--- src/logic/const_pack.sv ---
package const_pack;
    // interleaving and PI grouping
    localparam int Nti = 16;
    localparam int Nout = 4;

    // PI code split into phase bin and fine code
    localparam int Npi = 9;
    localparam int Npi_fine = 6;
    localparam int Nbin = 8;

    // ADC magnitude width
    localparam int Nadc = 8;

    // pulse response table geometry
    localparam int Ntap = 4;
    localparam int FUNC_DATA_WIDTH = 18;
    localparam int Chan_addr_width = 9;

    // signed width of the FIR sum
    localparam int Nsum = 21;

    // noise and jitter rms commands, plus the signed widths of the scaled values
    localparam int Noise_width = 11;
    localparam int Jitter_width = 7;
    localparam int Nnoise = Noise_width + 1;
    localparam int Njitter = Jitter_width + 1;
endpackage
--- src/logic/chan_coef_if.sv ---
interface chan_coef_if;
    // phase bin and jittered fine code of one PI group
    logic [const_pack::Npi-const_pack::Npi_fine-1:0] phase_bin;
    logic [const_pack::Npi_fine-1:0]                 fine;

    // tap set of the selected bin, newest bit first
    logic signed [const_pack::FUNC_DATA_WIDTH-1:0] coef  [const_pack::Ntap];
    logic signed [const_pack::FUNC_DATA_WIDTH-1:0] slope [const_pack::Ntap];

    // table side, looks up the tap set from the bin
    modport tbl (
        input  phase_bin,
        output coef,
        output slope
    );

    // slice side, consumes everything
    modport lane (
        input phase_bin,
        input fine,
        input coef,
        input slope
    );
endinterface

--- src/logic/adc_slice.sv ---
module adc_slice #(
    parameter int ADC_SHIFT = 8
) (
    input  logic                                 clk,
    input  logic                                 rst_n_i,
    input  logic [const_pack::Ntap-1:0]          taps_i,
    input  logic signed [const_pack::Nnoise-1:0] noise_i,
    chan_coef_if.lane                            grp_if,
    output logic [const_pack::Nadc-1:0]          mag_o,
    output logic                                 sign_o
);
    localparam int FDW = const_pack::FUNC_DATA_WIDTH;
    localparam int PW = FDW + const_pack::Npi_fine + 1;
    localparam int SW = const_pack::Nsum + 1;

    logic signed [PW-1:0]              prod  [const_pack::Ntap];
    logic signed [PW-1:0]              adj   [const_pack::Ntap];
    logic signed [const_pack::Nsum-1:0] c_tap [const_pack::Ntap];
    logic signed [const_pack::Nsum-1:0] term  [const_pack::Ntap];
    logic signed [const_pack::Nsum-1:0] term_q [const_pack::Ntap];
    logic signed [const_pack::Nnoise-1:0] noise_q;
    logic signed [SW-1:0]              acc;
    logic [SW-1:0]                     mag_full;
    logic [SW-1:0]                     mag_sh;
    logic [const_pack::Nadc-1:0]       mag_next;

    // slope interpolation within the bin, then bit polarity
    always_comb begin
        for (int t = 0; t < const_pack::Ntap; t++) begin
            prod[t] = grp_if.slope[t] * $signed({1'b0, grp_if.fine});
            adj[t] = prod[t] >>> const_pack::Npi_fine;
            c_tap[t] = {{(const_pack::Nsum-FDW){grp_if.coef[t][FDW-1]}}, grp_if.coef[t]}
                     + adj[t][const_pack::Nsum-1:0];
            term[t] = taps_i[t] ? c_tap[t] : -c_tap[t];
        end
    end

    // stage 1
    always_ff @(posedge clk) begin
        term_q  <= term;
        noise_q <= noise_i;
    end

    // FIR sum plus noise, one guard bit over Nsum
    always_comb begin
        acc = {{(SW-const_pack::Nnoise){noise_q[const_pack::Nnoise-1]}}, noise_q};
        for (int t = 0; t < const_pack::Ntap; t++) begin
            acc = acc + {term_q[t][const_pack::Nsum-1], term_q[t]};
        end
    end

    // magnitude with saturation at full scale
    assign mag_full = acc[SW-1] ? -acc : acc;
    assign mag_sh = mag_full >> ADC_SHIFT;
    assign mag_next = (|mag_sh[SW-1:const_pack::Nadc]) ? '1 : mag_sh[const_pack::Nadc-1:0];

    // stage 2
    always_ff @(posedge clk or negedge rst_n_i) begin
        if (!rst_n_i) begin
            mag_o  <= '0;
            sign_o <= 1'b0;
        end else begin
            mag_o  <= mag_next;
            sign_o <= ~acc[SW-1];
        end
    end
endmodule

--- src/flat_wrapper.sv ---
// flat-port wrapper written by rule: the top's interface ports become plain ports
module adc_slice_flat 
#(
    parameter int ADC_SHIFT = 8
)
  (clk, rst_n_i, taps_i, noise_i, mag_o, sign_o, grp_if_phase_bin, grp_if_fine, grp_if_coef, grp_if_slope);
  chan_coef_if grp_if_i ();
  input  logic clk;
  input  logic rst_n_i;
  input  logic [const_pack::Ntap-1:0] taps_i;
  input  logic signed [const_pack::Nnoise-1:0] noise_i;
  output logic [const_pack::Nadc-1:0] mag_o;
  output logic sign_o;
  input wire logic [$bits(grp_if_i.phase_bin)-1:0] grp_if_phase_bin;
  input wire logic [$bits(grp_if_i.fine)-1:0] grp_if_fine;
  input wire logic [$bits(grp_if_i.coef)-1:0] grp_if_coef;
  input wire logic [$bits(grp_if_i.slope)-1:0] grp_if_slope;
  assign grp_if_i.phase_bin = grp_if_phase_bin;
  assign grp_if_i.fine = grp_if_fine;
  assign grp_if_i.coef = {>>{grp_if_coef}};
  assign grp_if_i.slope = {>>{grp_if_slope}};
  adc_slice #(.ADC_SHIFT(ADC_SHIFT)) u_core (.clk(clk), .rst_n_i(rst_n_i), .taps_i(taps_i), .noise_i(noise_i), .grp_if(grp_if_i), .mag_o(mag_o), .sign_o(sign_o));
endmodule
--- config.mk ---
export PLATFORM = sky130hd
export DESIGN_NAME = adc_slice_flat
export DESIGN_NICKNAME = d
export VERILOG_FILES = /design/src/logic/const_pack.sv /design/src/logic/chan_coef_if.sv /design/src/logic/adc_slice.sv /design/src/flat_wrapper.sv
export SDC_FILE = /design/constraint.sdc
export NUM_CORES = 1
export LEC_CHECK = 0
export BUFFER_PORTS_ARGS = -buffer_cell sky130_fd_sc_hd__buf_2
export CAP_MARGIN = 20
export CORE_UTILIZATION = 30
export CTS_CLUSTER_DIAMETER = 200
export DETAILED_ROUTE_END_ITERATION = 7
export GPL_TIMING_DRIVEN = 1
export HOLD_SLACK_MARGIN = 0.06
export SLEW_MARGIN = 20
export SYNTH_ARGS = -nofsm -noshare
export SYNTH_HDL_FRONTEND = slang
export SYNTH_SLANG_ARGS = --single-unit
--- constraint.sdc ---
create_clock -name clk -period 7.55 [get_ports clk]
set_input_delay 1.1325 -clock clk [delete_from_list [all_inputs] [get_ports clk]]
set_output_delay 1.1325 -clock clk [all_outputs]
set_load 0.01 [all_outputs]
==> results by group <==
Synth
  • Top_reg_cell synth: sky130_fd_sc_hd__dfxtp_1
  • Synthesized netlist cell count: 2,901
  • Top post-synthesis cells by area: sky130_fd_sc_hd__fa_1, sky130_fd_sc_hd__ha_1, sky130_fd_sc_hd__and2_1, sky130_fd_sc_hd__dfxtp_1, sky130_fd_sc_hd__inv_1
  • Average footprint of a synthesized cell: 8.74 um2
  • Synth cell types: 95
  • Number of warnings reported in the yosys synthesis log: 0
  • EDFF count, synth: 0
  • Synthesized cell area: 25,400 um2
  • Post-synthesis sequential area ratio: 0.0847
  • Ys async rst share: 0.0857
  • Fraction of post-synthesis cell area in the top cell type by area: 0.286
  • Syn Nets: between 3,000 and 4,000
  • Yosys reg bits: 105
  • Cell accounting for the most synthesized area: sky130_fd_sc_hd__fa_1

Floorplanning
  • Die W: between 200 and 300 um
  • Floorplan die area: 85,700 um2
  • IO Pins: 180
  • Number of cell rows: 106
  • Area of the core: 83,700 um2
  • Starting density of the core: 0.303
  • DIE HEIGHT: 293 um

Clocking
  • Worst skew pair latency: 0.36 ns
  • Number of hold-repair buffers added at the cts stage: 0
  • Buffer type at the clock tree root: sky130_fd_sc_hd__clkbuf_16
  • TritonCTS buffer count: 9
  • TritonCTS Sinks: 105
  • CTS Buffer Depth: 2
  • H-tree levels: 3
  • Clock input transition at the sequential cells of the worst setup and hold paths: approximately 0.08 ns
  • Clock tree from TritonCTS: yes

GRT
  • First-pass GRT wire length: 110 mm
  • Initial antenna violation count: 26
  • Global route total overflow: 0
  • Vias in the first global route: 21,300
  • Total routing resource utilization after global routing: 0.158
  • Largest net degree at the start of global routing: 47

Timing
  • Number of failing hold endpoints at the final stage: 0
  • RSZ-0062 raised after global routing: true
  • Max-slew headroom: 0.419
  • Slew Viols, Final: 0
  • Post-route clock period utilization: 0.976
  • Final critical delay including setup and external delays: about 7.4 ns
  • Worst-margin pin slew: 0.871 ns
  • Final setup violation count: 0
  • Maximum achievable frequency: between 0.1 and 0.15 GHz
  • Clk_skew: 0.00788 ns

Route
  • Total DRC errors in the routed layout: 0
  • Vias after detailed routing: 21,200
  • Routed vias/inst: 4.60
  • Drt pass-1 iters: 5
  • Sum of routed wire length over all layers: 70.1 mm
  • Routed length per instance: 15.2 um
  • Number of violations reported at the end of detailed-routing iteration 0: 911
  • Antenna-violating nets left: 0

Worst hold path
  • Tightest Hold Check Type: in -> async

Placed design
  • Gpl congestion: just under 0.9
  • Count of buffers inserted at the top-level ports: 176
  • Dpl cell area: 30,700 um2
  • Post-detail-place hpwl: 60.2 mm
  • Cells after DPL: 4,543

Cells and area
  • Final cell area excluding filler cells: 32,300 um2
  • Count of filler cells inserted in the layout: ~8,400
  • Area added between synthesis and finish: 27.2%
  • Share of layout cells above drive strength 1: 0.241
  • Total Nets Final: 4,296
  • Count of non-filler cells in the finished layout: 4,604

Critical path
  • Register-to-Register Path Depth: 18
  • Most frequent CP cell: sky130_fd_sc_hd__fa_1
  • Worst Path Arrival: roughly 7.6 ns
  • Largest fanout on the critical path: 7
  • Critical-path cell with the highest stage delay: sky130_fd_sc_hd__fa_1
  • Critical Setup Path Class: in -> reg
  • Category of the worst setup path capture point: register
  • CP Data Required Time: 7.80 ns
  • Worst path max stage delay: between 0.5 and 0.6 ns
  • Critical path launch point type: primary input

Run
  • Max-cap viol count: 0

Status
  • Result of the run: finished clean
## per-layer routing
metal | track usage | up-vias | share of wire
met4 | 0.0381 | 32 | 0.020
li1 | - | 10700 | -
met3 | 0.0222 | 87 | 0.039
met1 | 0.212 | 10100 | 0.46
met2 | 0.269 | 278 | 0.47
met5 | 0 | - | 0.0028
## cell type report
class,instances,area (um2),area share
Multi-Input combinational cell,2306,22300,0.692
Timing Repair Buffer,621,4510,0.140
Sequential cell,105,2150,0.0665
Inverter,414,1550,0.0482
Tap cell,1134,1420,0.0440
Clock buffer,9,225,0.00698
Clock inverter,7,70.1,0.00217
Antenna cell,8,20.0,0.000620
## worst paths after layout
kind	start	end	slack, ns
max in group asynchronous	rst_n_i	u_core.mag_o[0]	6.77
hold / removal	rst_n_i	u_core.mag_o[6]	0.60
setup / recovery	grp_if_fine[3]	u_core.term_q[20]	0.18
setup reg to reg	u_core.noise_q[1]	u_core.mag_o[5]	1.79
min in group clk	noise_i[10]	u_core.noise_q[10]	0.87
hold reg to reg	u_core.term_q[63]	u_core.mag_o[0]	1.20
## timing repair
item                       4_1_cts  5_1_grt
setup endpoints to repair       15       37
pin swaps                        5      115
buffers inserted                 4       27
gates cloned                     0        6
gates resized for setup         11      183
## flip-flops by register name, indices dropped and copies added, names as in the netlist
name	cells
u_core.term_q	84
u_core.mag_o	8
u_core.sign_o	1
u_core.noise_q	12
## cells in the mapped netlist (all sizes together), types with 8 or more instances
cell	number
a31o	8
nand3	40
and3	16
xor2	82
nand2b	23
or3	14
o21ai	71
dfrtp	9
and4	8
dfxtp	96
and2	352
nor2	149
a21oi	133
a41oi	8
nor2b	29
nor3	55
nor4b	8
nor4	14
nand4	18
or2	9
xnor2	147
clkbuf	70
o21bai	12
a211oi	21
inv	414
fa	362
o31ai	9
a21o	45
o211ai	13
ha	306
nand2	175
o21a	24
a31oi	34
## cells by family after synthesis
group,after synthesis,synth area share
flops,105,0.0847
mux,7,0.00276
fa+ha+maj,668,0.437
simple gates,941,0.201
buf+inv,490,0.0729
xor+xnor,229,0.0791
compound gates,461,0.123
## critical path, delay by kind of cell
kind / cells / cell delay (ns)
xor+xnor: 2 / 0.35
compound gates: 14 / 2.63
simple gates: 4 / 0.55
fa+ha+maj: 6 / 2.59
buf+inv: 4 / 0.35
## through the flow
stage	TNS [ns]	util	hold WS, ns	setup slack (ns)
global placement	-8.53	0.366	0.989	-0.391
global route	-1.04	0.386	0.603	-0.0996
finish	0	0.386	0.604	0.182
detailed placement	-11.90	0.366	0.990	-0.503
floorplan	-0.00836	-	0.837	-0.00836
CTS	-0.00408	0.371	0.596	-0.00408
## cell usage in the layout (no fill, tap or decap), types with 18 or more instances in the layout
| master | instances |
|---|---|
| sky130_fd_sc_hd__buf_4 | 423 |
| sky130_fd_sc_hd__inv_1 | 410 |
| sky130_fd_sc_hd__fa_1 | 357 |
| sky130_fd_sc_hd__and2_1 | 340 |
| sky130_fd_sc_hd__ha_1 | 294 |
| sky130_fd_sc_hd__buf_2 | 173 |
| sky130_fd_sc_hd__nand2_1 | 169 |
| sky130_fd_sc_hd__nor2_1 | 143 |
| sky130_fd_sc_hd__xnor2_1 | 134 |
| sky130_fd_sc_hd__a21oi_1 | 110 |
| sky130_fd_sc_hd__dfxtp_1 | 96 |
| sky130_fd_sc_hd__xor2_1 | 78 |
| sky130_fd_sc_hd__o21ai_0 | 57 |
| sky130_fd_sc_hd__a21o_1 | 44 |
| sky130_fd_sc_hd__nor3_1 | 43 |
| sky130_fd_sc_hd__nand3_1 | 40 |
| sky130_fd_sc_hd__a31oi_1 | 28 |
| sky130_fd_sc_hd__nor2b_1 | 25 |
| sky130_fd_sc_hd__o21a_1 | 24 |
| sky130_fd_sc_hd__nand2b_1 | 22 |
| sky130_fd_sc_hd__a21oi_2 | 21 |
| sky130_fd_sc_hd__nand4_1 | 18 |
Power is left out: the tool's default activity adds up to more than one toggle a clock period on the data nets, which glitch-free logic cannot reach.
